--- config.mk ---
export PLATFORM = sky130hd
export DESIGN_NAME = issue
export DESIGN_NICKNAME = d
export VERILOG_FILES = /design/src/logic/isa_pkg.sv /design/src/logic/datapath_pkg.sv /design/src/logic/regfile.sv /design/src/logic/fust_scalar.sv /design/src/logic/fust_matrix.sv /design/src/logic/issue.sv
export SDC_FILE = /design/constraint.sdc
export NUM_CORES = 2
export LEC_CHECK = 0
export ABC_AREA = 0
export BUFFER_PORTS_ARGS = -buffer_cell sky130_fd_sc_hd__buf_2
export CORE_ASPECT_RATIO = 1.4
export CORE_MARGIN = 2
export CORE_UTILIZATION = 45
export CTS_BUF_LIST = sky130_fd_sc_hd__clkbuf_2
export CTS_CLUSTER_DIAMETER = 80
export CTS_CLUSTER_SIZE = 28
export DETAILED_ROUTE_END_ITERATION = 12
export PLACE_DENSITY = 0.74
export SLEW_MARGIN = 20
export SYNTH_ARGS = -nofsm -noshare
export SYNTH_HDL_FRONTEND = slang
export SYNTH_SLANG_ARGS = --single-unit
--- constraint.sdc ---
create_clock -name CLK -period 7.9 [get_ports CLK]
set_input_delay 1.58 -clock CLK [delete_from_list [all_inputs] [get_ports CLK]]
set_output_delay 1.58 -clock CLK [all_outputs]
set_load 0.05 [all_outputs]
--- src/logic/isa_pkg.sv ---
/* isa_pkg: instruction-level types shared by the issue stage,
   register indices, data words, slot identifiers and opcodes */

`default_nettype none

package isa_pkg;

    // number of functional-unit status table slots
    localparam int NSLOTS = 5;

    // scalar register index
    typedef logic [4:0] regbits_t;

    // matrix register index
    typedef logic [3:0] matbits_t;

    // data word
    typedef logic [31:0] word_t;

    // operation code handed through to execute
    typedef logic [5:0] opcode_t;

    // slot identifiers, one per functional unit
    typedef enum logic [2:0] {
        SLOT_ALU     = 3'd0,
        SLOT_LD_ST   = 3'd1,
        SLOT_BRANCH  = 3'd2,
        SLOT_M_LD_ST = 3'd3,
        SLOT_GEMM    = 3'd4
    } slot_e;

endpackage

`default_nettype wire

--- src/logic/datapath_pkg.sv ---
/* datapath_pkg: status table rows, dispatch, writeback and issue bundles
   for the scoreboard issue stage, plus the shared tag wakeup rule */

`default_nettype none

package datapath_pkg;

    // producer tag, valid clear means the operand is available
    typedef struct packed {
        logic          valid;
        isa_pkg::slot_e slot;
    } tag_t;

    // scalar status row (alu, load/store, branch)
    typedef struct packed {
        isa_pkg::opcode_t opcode;
        isa_pkg::regbits_t rd;
        isa_pkg::regbits_t rs1;
        isa_pkg::regbits_t rs2;
        tag_t             t1;
        tag_t             t2;
    } fust_s_row_t;

    // matrix status row (matrix load/store and gemm)
    // the matrix load/store row keeps ms3 and t3 at zero
    typedef struct packed {
        isa_pkg::opcode_t opcode;
        isa_pkg::matbits_t md;
        isa_pkg::matbits_t ms1;
        isa_pkg::matbits_t ms2;
        isa_pkg::matbits_t ms3;
        tag_t             t1;
        tag_t             t2;
        tag_t             t3;
    } fust_g_row_t;

    // one dispatch write, the slot picks which row contents count
    typedef struct packed {
        logic           valid;
        isa_pkg::slot_e slot;
        fust_s_row_t    s_row;
        fust_g_row_t    g_row;
    } dispatch_t;

    // writeback event, single cycle
    typedef struct packed {
        logic              valid;
        isa_pkg::slot_e    slot;
        logic              reg_en;
        isa_pkg::regbits_t rd;
        isa_pkg::word_t    data;
    } wb_t;

    // scalar view of the operand field
    typedef struct packed {
        isa_pkg::word_t rdat1;
        isa_pkg::word_t rdat2;
    } issue_sops_t;

    // gemm view, selects sit in the low bits
    typedef struct packed {
        logic [51:0]       pad;
        isa_pkg::matbits_t ms1;
        isa_pkg::matbits_t ms2;
        isa_pkg::matbits_t ms3;
    } issue_gops_t;

    // decoded by the bundle slot
    typedef union packed {
        issue_sops_t s;
        issue_gops_t g;
    } issue_ops_u;

    // registered bundle toward execute
    typedef struct packed {
        logic             valid;
        isa_pkg::slot_e   slot;
        isa_pkg::opcode_t opcode;
        issue_ops_u       ops;
    } issue_t;

    typedef enum logic [1:0] {
        FUST_EMPTY = 2'd0,
        FUST_WAIT  = 2'd1,
        FUST_RDY   = 2'd2,
        FUST_EX    = 2'd3
    } fust_state_e;

    // tag as seen after a same-cycle writeback, a matching producer clears it
    function automatic tag_t tag_next(tag_t tag, wb_t wb);
        if (wb.valid && tag.valid && (wb.slot == tag.slot)) begin
            return '0;
        end
        return tag;
    endfunction

endpackage

`default_nettype wire

--- src/logic/regfile.sv ---
/* regfile: scalar register file, two read ports and one write port,
   register 0 reads as zero and a same-cycle write bypasses to the reads */

`timescale 1ns/100ps
`default_nettype none

module regfile #(
    parameter int NREGS = 32
) (
    input  logic              CLK,
    input  logic              nRST,
    input  logic              wen,
    input  isa_pkg::regbits_t wsel,
    input  isa_pkg::word_t    wdata,
    input  isa_pkg::regbits_t rsel1,
    input  isa_pkg::regbits_t rsel2,
    output isa_pkg::word_t    rdat1,
    output isa_pkg::word_t    rdat2
);

    isa_pkg::word_t regs [NREGS];

    always_ff @(posedge CLK, negedge nRST) begin
        if (!nRST) begin
            for (int i = 0; i < NREGS; i++) begin
                regs[i] <= '0;
            end
        end else if (wen && (wsel != '0)) begin
            regs[wsel] <= wdata;
        end
    end

    // write-through so a reader in the writeback cycle sees the new value
    always_comb begin
        rdat1 = regs[rsel1];
        rdat2 = regs[rsel2];
        if (wen && (wsel == rsel1)) rdat1 = wdata;
        if (wen && (wsel == rsel2)) rdat2 = wdata;
        if (rsel1 == '0) rdat1 = '0;
        if (rsel2 == '0) rdat2 = '0;
    end

    a_wsel_range: assert property (@(posedge CLK) disable iff (!nRST)
        wen |-> (int'(wsel) < NREGS));

endmodule

`default_nettype wire

--- src/logic/fust_scalar.sv ---
/* fust_scalar: status rows for the alu, load/store and branch slots,
   written by dispatch and woken by writebacks */

`timescale 1ns/100ps
`default_nettype none

module fust_scalar (
    input  logic                              CLK,
    input  logic                              nRST,
    input  datapath_pkg::dispatch_t           dispatch,
    input  datapath_pkg::wb_t                 wb,
    output datapath_pkg::fust_s_row_t [2:0]   rows
);

    logic                      s_take;
    logic [1:0]                s_idx;
    datapath_pkg::fust_s_row_t wr_row;

    // anything that is not a matrix slot lands here
    assign s_take = dispatch.valid &&
                    (dispatch.slot != isa_pkg::SLOT_M_LD_ST) &&
                    (dispatch.slot != isa_pkg::SLOT_GEMM);
    assign s_idx  = dispatch.slot[1:0];

    // incoming row with tags already filtered through this cycle's writeback
    always_comb begin
        wr_row    = dispatch.s_row;
        wr_row.t1 = datapath_pkg::tag_next(dispatch.s_row.t1, wb);
        wr_row.t2 = datapath_pkg::tag_next(dispatch.s_row.t2, wb);
    end

    always_ff @(posedge CLK, negedge nRST) begin
        if (!nRST) begin
            rows <= '0;
        end else begin
            for (int i = 0; i < 3; i++) begin
                if (s_take && (s_idx == 2'(i))) begin
                    rows[i] <= wr_row;
                end else begin
                    rows[i].t1 <= datapath_pkg::tag_next(rows[i].t1, wb);
                    rows[i].t2 <= datapath_pkg::tag_next(rows[i].t2, wb);
                end
            end
        end
    end

    // an out-of-range slot code would alias onto a scalar row
    a_scalar_slot: assert property (@(posedge CLK) disable iff (!nRST)
        s_take |-> (dispatch.slot inside {isa_pkg::SLOT_ALU, isa_pkg::SLOT_LD_ST,
                                          isa_pkg::SLOT_BRANCH}));

endmodule

`default_nettype wire

--- src/logic/fust_matrix.sv ---
/* fust_matrix: status rows for the matrix load/store and gemm slots,
   with per-row writes and tag clearing on writeback */

`timescale 1ns/100ps
`default_nettype none

module fust_matrix (
    input  logic                      CLK,
    input  logic                      nRST,
    input  datapath_pkg::dispatch_t   dispatch,
    input  datapath_pkg::wb_t         wb,
    output datapath_pkg::fust_g_row_t m_row,
    output datapath_pkg::fust_g_row_t g_row
);

    logic                      m_take;
    logic                      g_take;
    datapath_pkg::fust_g_row_t wr_row;

    assign m_take = dispatch.valid && (dispatch.slot == isa_pkg::SLOT_M_LD_ST);
    assign g_take = dispatch.valid && (dispatch.slot == isa_pkg::SLOT_GEMM);

    always_comb begin
        wr_row    = dispatch.g_row;
        wr_row.t1 = datapath_pkg::tag_next(dispatch.g_row.t1, wb);
        wr_row.t2 = datapath_pkg::tag_next(dispatch.g_row.t2, wb);
        wr_row.t3 = datapath_pkg::tag_next(dispatch.g_row.t3, wb);
    end

    always_ff @(posedge CLK, negedge nRST) begin
        if (!nRST) begin
            m_row <= '0;
            g_row <= '0;
        end else begin
            // matrix load/store has no third operand
            if (m_take) begin
                m_row     <= wr_row;
                m_row.ms3 <= '0;
                m_row.t3  <= '0;
            end else begin
                m_row.t1 <= datapath_pkg::tag_next(m_row.t1, wb);
                m_row.t2 <= datapath_pkg::tag_next(m_row.t2, wb);
            end

            if (g_take) begin
                g_row <= wr_row;
            end else begin
                g_row.t1 <= datapath_pkg::tag_next(g_row.t1, wb);
                g_row.t2 <= datapath_pkg::tag_next(g_row.t2, wb);
                g_row.t3 <= datapath_pkg::tag_next(g_row.t3, wb);
            end
        end
    end

endmodule

`default_nettype wire

--- src/logic/issue.sv ---
/* scoreboard issue stage that tracks five status slots, picks the oldest
   ready row each cycle and registers its bundle toward execute */

`timescale 1ns/100ps
`default_nettype none

module issue #(
    parameter int NREGS = 32,
    parameter int AGE_W = 2
) (
    input  logic                          CLK,
    input  logic                          nRST,
    input  datapath_pkg::dispatch_t       dispatch,
    input  datapath_pkg::wb_t             wb,
    input  logic                          freeze,
    output logic [isa_pkg::NSLOTS-1:0]    busy,
    output datapath_pkg::issue_t          out
);

    localparam int NS = isa_pkg::NSLOTS;

    datapath_pkg::fust_s_row_t [2:0] s_rows;
    datapath_pkg::fust_g_row_t       m_row;
    datapath_pkg::fust_g_row_t       g_row;

    datapath_pkg::fust_state_e [NS-1:0] state;
    datapath_pkg::fust_state_e [NS-1:0] state_n;
    logic [NS-1:0][AGE_W-1:0]           age;
    logic [NS-1:0][AGE_W-1:0]           age_n;

    datapath_pkg::tag_t [NS-1:0][2:0] cur_tags;

    logic [NS-1:0]     disp_hit;
    logic [NS-1:0]     waiting;
    logic [NS-1:0]     rdy;
    logic [NS-1:0]     cand;
    logic [NS-1:0]     pick;
    logic [NS-1:0]     hold;
    logic [NS-1:0]     enter_ex;
    logic              found;
    logic [AGE_W-1:0]  best_age;
    isa_pkg::slot_e    cand_slot;
    isa_pkg::opcode_t  cand_op;

    isa_pkg::regbits_t    rsel1;
    isa_pkg::regbits_t    rsel2;
    isa_pkg::word_t       rdat1;
    isa_pkg::word_t       rdat2;
    datapath_pkg::issue_t out_n;

    regfile #(
        .NREGS(NREGS)
    ) rf_i (
        .CLK   (CLK),
        .nRST  (nRST),
        .wen   (wb.valid && wb.reg_en),
        .wsel  (wb.rd),
        .wdata (wb.data),
        .rsel1 (rsel1),
        .rsel2 (rsel2),
        .rdat1 (rdat1),
        .rdat2 (rdat2)
    );

    fust_scalar fs_i (
        .CLK      (CLK),
        .nRST     (nRST),
        .dispatch (dispatch),
        .wb       (wb),
        .rows     (s_rows)
    );

    fust_matrix fm_i (
        .CLK      (CLK),
        .nRST     (nRST),
        .dispatch (dispatch),
        .wb       (wb),
        .m_row    (m_row),
        .g_row    (g_row)
    );

    // readiness sees tags after this cycle's writeback
    always_comb begin
        cur_tags = '0;
        for (int i = 0; i < 3; i++) begin
            cur_tags[i][0] = datapath_pkg::tag_next(s_rows[i].t1, wb);
            cur_tags[i][1] = datapath_pkg::tag_next(s_rows[i].t2, wb);
        end
        cur_tags[3][0] = datapath_pkg::tag_next(m_row.t1, wb);
        cur_tags[3][1] = datapath_pkg::tag_next(m_row.t2, wb);
        cur_tags[4][0] = datapath_pkg::tag_next(g_row.t1, wb);
        cur_tags[4][1] = datapath_pkg::tag_next(g_row.t2, wb);
        cur_tags[4][2] = datapath_pkg::tag_next(g_row.t3, wb);

        for (int i = 0; i < NS; i++) begin
            waiting[i]  = cur_tags[i][0].valid || cur_tags[i][1].valid ||
                          cur_tags[i][2].valid;
            busy[i]     = state[i] != datapath_pkg::FUST_EMPTY;
            disp_hit[i] = dispatch.valid && (dispatch.slot == isa_pkg::slot_e'(3'(i)));
            rdy[i]      = ((state[i] == datapath_pkg::FUST_WAIT) ||
                           (state[i] == datapath_pkg::FUST_RDY)) && !waiting[i];
        end
    end

    // oldest ready wins
    // a strict compare keeps the lowest slot on a tie
    always_comb begin
        cand      = '0;
        found     = 1'b0;
        best_age  = '0;
        cand_slot = isa_pkg::SLOT_ALU;
        for (int i = 0; i < NS; i++) begin
            if (rdy[i] && (!found || (age[i] > best_age))) begin
                found     = 1'b1;
                best_age  = age[i];
                cand      = '0;
                cand[i]   = 1'b1;
                cand_slot = isa_pkg::slot_e'(3'(i));
            end
        end
        pick = freeze ? '0 : cand;
        hold = freeze ? cand : '0;
    end

    always_comb begin
        for (int i = 0; i < NS; i++) begin
            state_n[i] = state[i];
            age_n[i]   = '0;
            case (state[i])
                datapath_pkg::FUST_EMPTY: begin
                    if (disp_hit[i]) state_n[i] = datapath_pkg::FUST_WAIT;
                end
                datapath_pkg::FUST_WAIT, datapath_pkg::FUST_RDY: begin
                    if (pick[i]) begin
                        state_n[i] = datapath_pkg::FUST_EX;
                    end else if (hold[i]) begin
                        age_n[i] = age[i];
                    end else begin
                        if (rdy[i]) state_n[i] = datapath_pkg::FUST_RDY;
                        // saturate at the top age
                        age_n[i] = (age[i] == '1) ? age[i] : age[i] + 1'b1;
                    end
                end
                datapath_pkg::FUST_EX: begin
                    if (wb.valid && (wb.slot == isa_pkg::slot_e'(3'(i)))) begin
                        state_n[i] = datapath_pkg::FUST_EMPTY;
                    end
                end
                default: state_n[i] = datapath_pkg::FUST_EMPTY;
            endcase
            enter_ex[i] = (state[i] != datapath_pkg::FUST_EX) &&
                          (state_n[i] == datapath_pkg::FUST_EX);
        end
    end

    always_ff @(posedge CLK, negedge nRST) begin
        if (!nRST) begin
            state <= {NS{datapath_pkg::FUST_EMPTY}};
            age   <= '0;
        end else begin
            state <= state_n;
            age   <= age_n;
        end
    end

    // operand selects follow the candidate row
    // matrix load/store uses ms1/ms2 as scalar base and offset registers
    always_comb begin
        rsel1   = '0;
        rsel2   = '0;
        cand_op = '0;
        case (cand_slot)
            isa_pkg::SLOT_ALU, isa_pkg::SLOT_LD_ST, isa_pkg::SLOT_BRANCH: begin
                rsel1   = s_rows[cand_slot[1:0]].rs1;
                rsel2   = s_rows[cand_slot[1:0]].rs2;
                cand_op = s_rows[cand_slot[1:0]].opcode;
            end
            isa_pkg::SLOT_M_LD_ST: begin
                rsel1   = {1'b0, m_row.ms1};
                rsel2   = {1'b0, m_row.ms2};
                cand_op = m_row.opcode;
            end
            isa_pkg::SLOT_GEMM: cand_op = g_row.opcode;
            default: cand_op = '0;
        endcase
    end

    always_comb begin
        out_n = '0;
        if (|pick) begin
            out_n.valid  = 1'b1;
            out_n.slot   = cand_slot;
            out_n.opcode = cand_op;
            if (cand_slot == isa_pkg::SLOT_GEMM) begin
                out_n.ops.g.pad = '0;
                out_n.ops.g.ms1 = g_row.ms1;
                out_n.ops.g.ms2 = g_row.ms2;
                out_n.ops.g.ms3 = g_row.ms3;
            end else begin
                out_n.ops.s.rdat1 = rdat1;
                out_n.ops.s.rdat2 = rdat2;
            end
        end
    end

    // freeze holds the bundle toward execute
    always_ff @(posedge CLK, negedge nRST) begin
        if (!nRST) begin
            out <= '0;
        end else if (!freeze) begin
            out <= out_n;
        end
    end

    a_disp_free: assert property (@(posedge CLK) disable iff (!nRST)
        dispatch.valid |-> (dispatch.slot <= isa_pkg::SLOT_GEMM) && !busy[dispatch.slot]);

    a_one_issue: assert property (@(posedge CLK) disable iff (!nRST)
        $onehot0(enter_ex));

    // nothing enters execute in a frozen cycle and the held bundle stays put
    a_freeze_hold: assert property (@(posedge CLK) disable iff (!nRST)
        freeze |-> (enter_ex == '0) ##1 $stable(out));

endmodule

`default_nettype wire

**Yosys cells after proc, flatten, opt, wreduce, memory -nomap -nowiden**

Cells that the tools add are included.

- Register bits after elaboration: 1257
- Input bits: 112
- Output and inout port bits: 79
- Logic and storage cells: 477

- $add $sub $neg: 5
- Magnitude comparators: 9
- Eq/ne operators: 79
- Multiplexer cells: 164
- Bitwise gates (word level): 3
- Reduce and logical (&&, ||, !) cells: 130

Operators with widths:

| operator | number |
|---|---|
| bitwise mux 1024 bit | 1 |
| binary-select mux 32 bit (select 5 bit) | 2 |
| 2-to-1 mux 32 bit | 9 |
| 2-to-1 mux 4 bit | 43 |
| demux 32 bit (select 5 bit) | 1 |
| 2-to-1 mux 2 bit | 49 |
| 2-to-1 mux 74 bit | 1 |
| 2-to-1 mux 64 bit | 1 |
| logical AND 1 bit | 61 |
| binary-select mux 29 bit (select 2 bit) | 1 |
| == test 3 bit | 16 |
| != test 3 bit, second input constant | 16 |
| 2-to-1 mux 1 bit | 33 |
| == test 2 bit, second input constant | 16 |
| 2-to-1 mux 8 bit | 4 |
| nonzero test 2 bit | 16 |
| 2-to-1 mux 5 bit | 6 |
| case mux 2 bit (3 select lines) | 5 |
| 2-to-1 mux 29 bit | 1 |
| case mux 5 bit (2 select lines) | 2 |
| AND reduction 4 bit | 5 |
| == test 3 x 2 -> 1 bit, second input constant | 6 |
| greater-or-equal comparator 6 bit, second input constant | 3 |
| inverter 5 -> 6 bit | 3 |
| other kinds (24) | 89 |

**Depth between registers and ports, before layout**

- Depth in word-level cells: 35
- Mapped depth: 45
- Depth with buffers taken out: 37

**Modules after synthesis**

A second synthesis with hierarchy kept.

- Cells, all modules: 5021
- Area, all modules: 67820.0 um^2

Modules (own cells, without submodules):

| module | instances | cells each | area an instance (um^2) | sequential area each (um^2) |
|---|---|---|---|---|
| regfile | 1 | 3966 | 55937.4 | 25624.6 |
| issue | 1 | 556 | 5629.1 | 2352.3 |
| fust_scalar | 1 | 277 | 3588.4 | 2177.1 |
| fust_matrix | 1 | 222 | 2665.1 | 1501.4 |

**Worst setup path before layout**

No wires, ideal clock.

- Path kind: input -> register
- Start: input port wb[40] (netlist name)
- End: register out[14] (netlist name)
- Setup time: 0.125 ns
- Arrival: 9.370 ns
- Required time: 7.775 ns
- Path slack: -1.595 ns
- Stages on the path: 42
- Buffers on the path: 7
- Path through: buf_6 > xor2_1 > o41ai_2 > and3_1 > nand2_1 > ha_1 > nor2b_1 > o21ai_0 > and4_1 > clkbuf_1 > nor2_1 > o21a_1 > ha_1 > nor2b_1 > o21a_1 > nand3_1 > o21ai_2 > clkbuf_1 > [... 6 more ...] > buf_4 > nor2_1 > nor2_1 > a21oi_1 > ha_1 > nor2b_1 > o21ai_0 > o21a_1 > a2bb2oi_2 > a22o_1 > buf_2 > buf_2 > clkbuf_1 > mux4_2 > nand3_1 > nand4_1 > a311oi_1 > o21ai_1

- Word-level cells in the longest chain between the ends: 35
- Elaborated cells between the ends (all ways): 115
- Classes of those cells: order compare (4); eq/ne (16); mux (50); bitwise (1); reduce/logical (44)

Ends and longest elaborated chain:

| element | RTL line | text |
|---|---|---|
| start, declared | issue.sv:14 | `input datapath_pkg::wb_t wb,` |
| == test 3 bit | datapath_pkg.sv:91 | `if (wb.valid && tag.valid && (wb.slot == tag.slot)) begin` |
| logical AND 1 bit | datapath_pkg.sv:91 |  |
| 2-to-1 mux 1 bit | datapath_pkg.sv:91 |  |
| 2-to-1 mux 4 bit | datapath_pkg.sv:94 | `return tag;` |
| logical OR 1 bit | issue.sv:96 | `waiting[i] = cur_tags[i][0].valid \|\| cur_tags[i][1].valid \|\|` |
| logical NOT 1 bit | issue.sv:101 | `(state[i] == datapath_pkg::FUST_RDY)) && !waiting[i];` |
| logical AND 1 bit | issue.sv:101 |  |
| 2-to-1 mux 2 bit or 2-to-1 mux 1 bit (tied branches) | issue.sv:113 | `if (rdy[i] && (!found \|\| (age[i] > best_age))) begin` |
| [... 18 more ...] | - |  |
| case mux 5 bit (2 select lines) | issue.sv:172 | `case (cand_slot)` |
| inverter 5 -> 6 bit (implied by the code) | regfile.sv:36 | `rdat2 = regs[rsel2];` |
| binary-select mux 32 bit (select 5 bit) | regfile.sv:36 |  |
| 2-to-1 mux 32 bit (implied by the code) (2 in series) | regfile.sv:36 |  |
| 2-to-1 mux 32 bit | regfile.sv:38 | `if (wen && (wsel == rsel2)) rdat2 = wdata;` |
| 2-to-1 mux 32 bit | regfile.sv:40 | `if (rsel2 == '0) rdat2 = '0;` |
| 2-to-1 mux 64 bit | issue.sv:194 | `if (cand_slot == isa_pkg::SLOT_GEMM) begin` |
| 2-to-1 mux 74 bit (*) | issue.sv:190 | `if (\|pick) begin` |
| end signal, assigned | issue.sv:211 | `out <= out_n;` |
| end, declared | issue.sv:17 | `output datapath_pkg::issue_t out` |

Mark *: on every way between the ends. The rest lies on a longest branch, timed or not. The select of a mux whose other input is x is not followed.
A chain may end at the register's enable or synchronous reset.

**Final worst setup path**

- Start: register fs_i.rows[4] (netlist name)
- End: register out[56] (netlist name)

- Word-level cells in the longest chain between the ends: 35
- Elaborated cells between the ends (all ways): 62
- Classes of those cells: order compare (4); eq/ne (6); mux (30); bitwise (1); reduce/logical (21)

Ends and longest elaborated chain:

| element | RTL line | text |
|---|---|---|
| start, declared | fust_scalar.sv:12 | `output datapath_pkg::fust_s_row_t [2:0] rows` |
| start signal, assigned by index | fust_scalar.sv:38 | `rows[i] <= wr_row;` |
| == test 3 bit (*) | datapath_pkg.sv:91 |  |
| logical AND 1 bit (*) | datapath_pkg.sv:91 |  |
| 2-to-1 mux 1 bit (*) | datapath_pkg.sv:91 |  |
| 2-to-1 mux 4 bit (*) | datapath_pkg.sv:94 |  |
| logical OR 1 bit (*) | issue.sv:96 |  |
| logical NOT 1 bit (*) | issue.sv:101 |  |
| logical AND 1 bit (*) | issue.sv:101 |  |
| 2-to-1 mux 2 bit or 2-to-1 mux 1 bit (tied branches) | issue.sv:113 |  |
| [... 18 more ...] | - |  |
| case mux 5 bit (2 select lines) | issue.sv:172 |  |
| inverter 5 -> 6 bit (implied by the code) | regfile.sv:35 | `rdat1 = regs[rsel1];` |
| binary-select mux 32 bit (select 5 bit) | regfile.sv:35 |  |
| 2-to-1 mux 32 bit (implied by the code) (2 in series) | regfile.sv:35 |  |
| 2-to-1 mux 32 bit | regfile.sv:37 | `if (wen && (wsel == rsel1)) rdat1 = wdata;` |
| 2-to-1 mux 32 bit | regfile.sv:39 | `if (rsel1 == '0) rdat1 = '0;` |
| 2-to-1 mux 64 bit | issue.sv:194 |  |
| 2-to-1 mux 74 bit (*) | issue.sv:190 |  |

Marked as above.

==> results.py <==
metrics = {
    "status": {
        "status": "finished clean",
    },
    "cts": {
        "cts_buffer_depth": 3,
        "cts_max_level": 2,
        "cts_inserted_buffers": 55,
        "clk_latency_ps": 1710,
        "clock_sinks": 1242,
        "cts_tree": "done",
        "root_buffer": "clkbuf_2",
        "clk_pin_slew_worst_paths_ps": 530,
    },
    "logic_synthesis": {
        "synth_area_leader_cell": "dfrtp_1",
        "synthArstFlopShare_pct": 100.0,
        "syn_area_um2": 66260,
        "yosys_warnings": 0,
        "synth_cell_types": 88,
        "syn_nets": 6589,
        "netlist_top_cells_area": "dfrtp_1 47%, mux2_2 18%, nand2_1 8.6%, mux4_2 3.7%, nand3_1 3.0%",
        "ys.flop_type": "dfrtp_1",
        "netlist_instances": 6454,
        "syn_avg_cell_area_um2": 10.27,
        "synth-edff-count": 0,
        "yosysMostFrequentCell": "nand2_1",
        "yosysTopAreaCellShare_pct": 46.91,
        "ys_ff_latch": 1242,
        "yosys-top-cells-count": "1522 x nand2_1, 1242 x dfrtp_1, 1061 x mux2_2, 424 x clkbuf_1, 395 x nand3_1",
        "ys_seq_area_share_pct": 46.91,
    },
    "detailed_routing": {
        "vias": 56787,
        "wl_per_cell_um": 27.81,
        "antenna_left": 0,
        "drtPass1Iterations": 7,
        "vias_per_cell": 6.557,
        "drc": 0,
        "wl_um": 240800,
        "drt-initial-drc-count": 8392,
    },
    "critical_path": {
        "start_kind": "flop",
        "crit_path_top_delay_cell": "dfrtp_1",
        "end_kind": "flop",
        "cpMostUsedCell": "nor2b_4",
        "cp_max_fo": 9,
        "reg2reg_depth": 41,
        "crit_type": "flop to flop",
        "cpPeakStageDelay_ps": 520,
        "crit_arrival_ps": 9530,
        "crit_required_ps": 9560,
    },
    "cells_and_area": {
        "fin_cells": 8660,
        "final_util_pct": 51.27,
        "nNetsFinal": 6826,
        "drive_gt1_share_pct": 32.06,
        "fillers": 12791,
        "design_area_um2": 74970,
        "syn_to_final_growth_pct": 13.15,
    },
    "job": {
        "maxCapViolCount": 0,
    },
    "timing": {
        "skew_ps": 172.0,
        "post-route-min-period_ps": 7872,
        "worstMarginPinSlew_ps": 1163,
        "fin_crit_sh_pct": 99.65,
        "rsz0062_at_grt": "true",
        "fmax_mhz": 127.0,
        "slew_headroom_pct": 22.26,
        "setup_viol": 0,
        "final-max-slew-violation-count": 0,
        "hold_violations": 0,
    },
    "global_routing": {
        "grt_pass1_vias": 55316,
        "grt_pass1_wl_um": 352800,
        "grt-busiest-layer": "met2",
        "use_met2_pct": 47.69,
        "met3_usage_pct": 7.643,
        "antenna_found_initial": 30,
        "use_met1_pct": 39.12,
        "grt_max_degree": 159,
        "overflow": 0,
        "grtUsageTotal_pct": 30.93,
    },
    "floorplan": {
        "initial_core_util_pct": 45.31,
        "core-area_um2": 146200,
        "die_h_um": 458.0,
        "fp.dieW_um": 328.3,
        "die-area_um2": 150400,
        "rows": 166,
        "io_pins": 191,
    },
    "hold_path": {
        "hold_class": "input port to flop",
        "hold_depth": 3,
    },
    "placed_design": {
        "hpwl_um": 152400,
        "io_buffers": 181,
        "gp_congestion": 0.9473,
        "placed_area_um2": 73430,
        "placedCellCount": 8507,
    },
}
==> worst max-delay path, delay by kind of cell (launching register included) <==
family	cells	cell delay, ps
AO/OA/AOI/OAI	14	2760
AND/OR/NAND/NOR	16	2330
adder cells (fa/ha/maj)	4	1090
buffers and inverters	6	900
flip-flops	1	520
XOR/XNOR	1	170
==> sequential cells by signal, indices dropped and copies added (netlist names) <==
signal	count
out	74
fs_i.rows	72
age	10
fm_i.g_row	30
rf_i.regs	1024
state	10
fm_i.m_row	22
==> stage by stage <==
step / setup slack [ps] / setup TNS (ps) / hold slack, ps
after floorplan: -760.4 / -46460 / 445.6
after global placement: -1210 / -64840 / 383.4
after detailed placement: -1214 / -68790 / 388.2
after CTS: 11.52 / 0 / 1.464
after global routing: -169.4 / -4524 / -10.45
final: 27.67 / 0 / 60.91
==> logic make-up (layout without fill, tap and decap cells) <==
group / after synthesis / count (layout) / share of synthesized area (%)
AO/OA/AOI/OAI: 931 / 931 / 9.816
XOR/XNOR: 60 / 60 / 0.7931
adder cells (fa/ha/maj): 23 / 23 / 0.4343
buffers and inverters: 644 / 899 / 4.054
flip-flops: 1242 / 1242 / 46.91
multiplexers: 1242 / 1242 / 22.81
other: 0 / 19 / 0
AND/OR/NAND/NOR: 2312 / 2312 / 15.19
==> area by class of cell <==
type                    count  area (um^2)  share of cell area (%)
diodes                     19        47.55                 0.06342
clock buffers              60        300.3                  0.4005
clock inverters            15        214.0                  0.2854
inverters                  26        97.59                  0.1302
multi-input cells        4568        33160                   44.23
flip-flops and latches   1242        31080                   41.46
well taps                1932         2417                   3.224
repair buffers            798         7657                   10.21
==> layer usage <==
metal | vias to the layer above | share of wire [%]
li1 | 23515 | -
met1 | 28241 | 36
met2 | 3968 | 45
met3 | 1045 | 12
met4 | 18 | 7.6
met5 | - | 0.051
==> path summary, 6_finish.rpt <==
check                           startpoint              end  slack, ps
setup / recovery              fs_i.rows[4]          out[56]         30
hold / removal                dispatch[23]   fm_i.g_row[23]         60
setup reg to reg              fs_i.rows[4]          out[56]         30
hold reg to reg            rf_i.regs[1008]  rf_i.regs[1008]        450
max in group asynchronous             nRST   rf_i.regs[732]       5560
min in group asynchronous             nRST    fm_i.g_row[5]        400
==> cells in the final DEF, fill, tap and decap left out, types with 46 or more instances in the layout <==
cell type / Yosys / routed
a21oi_1: 257 / 255
a22o_1: 48 / 46
a22oi_1: 79 / 79
a311oi_1: 54 / 53
a31oi_1: 121 / 119
a32oi_1: 75 / 75
and2_1: 48 / 46
and3_1: 53 / 52
buf_12: 0 / 141
buf_2: 95 / 179
buf_4: 26 / 433
clkbuf_2: 0 / 60
dfrtp_1: 1242 / 1242
mux2_2: 1061 / 1061
mux2i_1: 73 / 73
mux4_2: 108 / 108
nand2_1: 1522 / 1512
nand3_1: 395 / 381
nand4_1: 147 / 147
o21ai_0: 107 / 87
==> timing repair <==
action / in CTS / in global routing
cloned: 0 / 9
gates resized for setup: 1 / 43
hold endpoints to repair: 151 / 0
pin swaps: 1 / 38
hold buffers: 21 / 0
buffers inserted: 4 / 24
endpoints found under the setup margin: 4 / 64
Power is not shown: default switching activity piles up to over one toggle a cycle in this logic, so the estimate is an artifact.
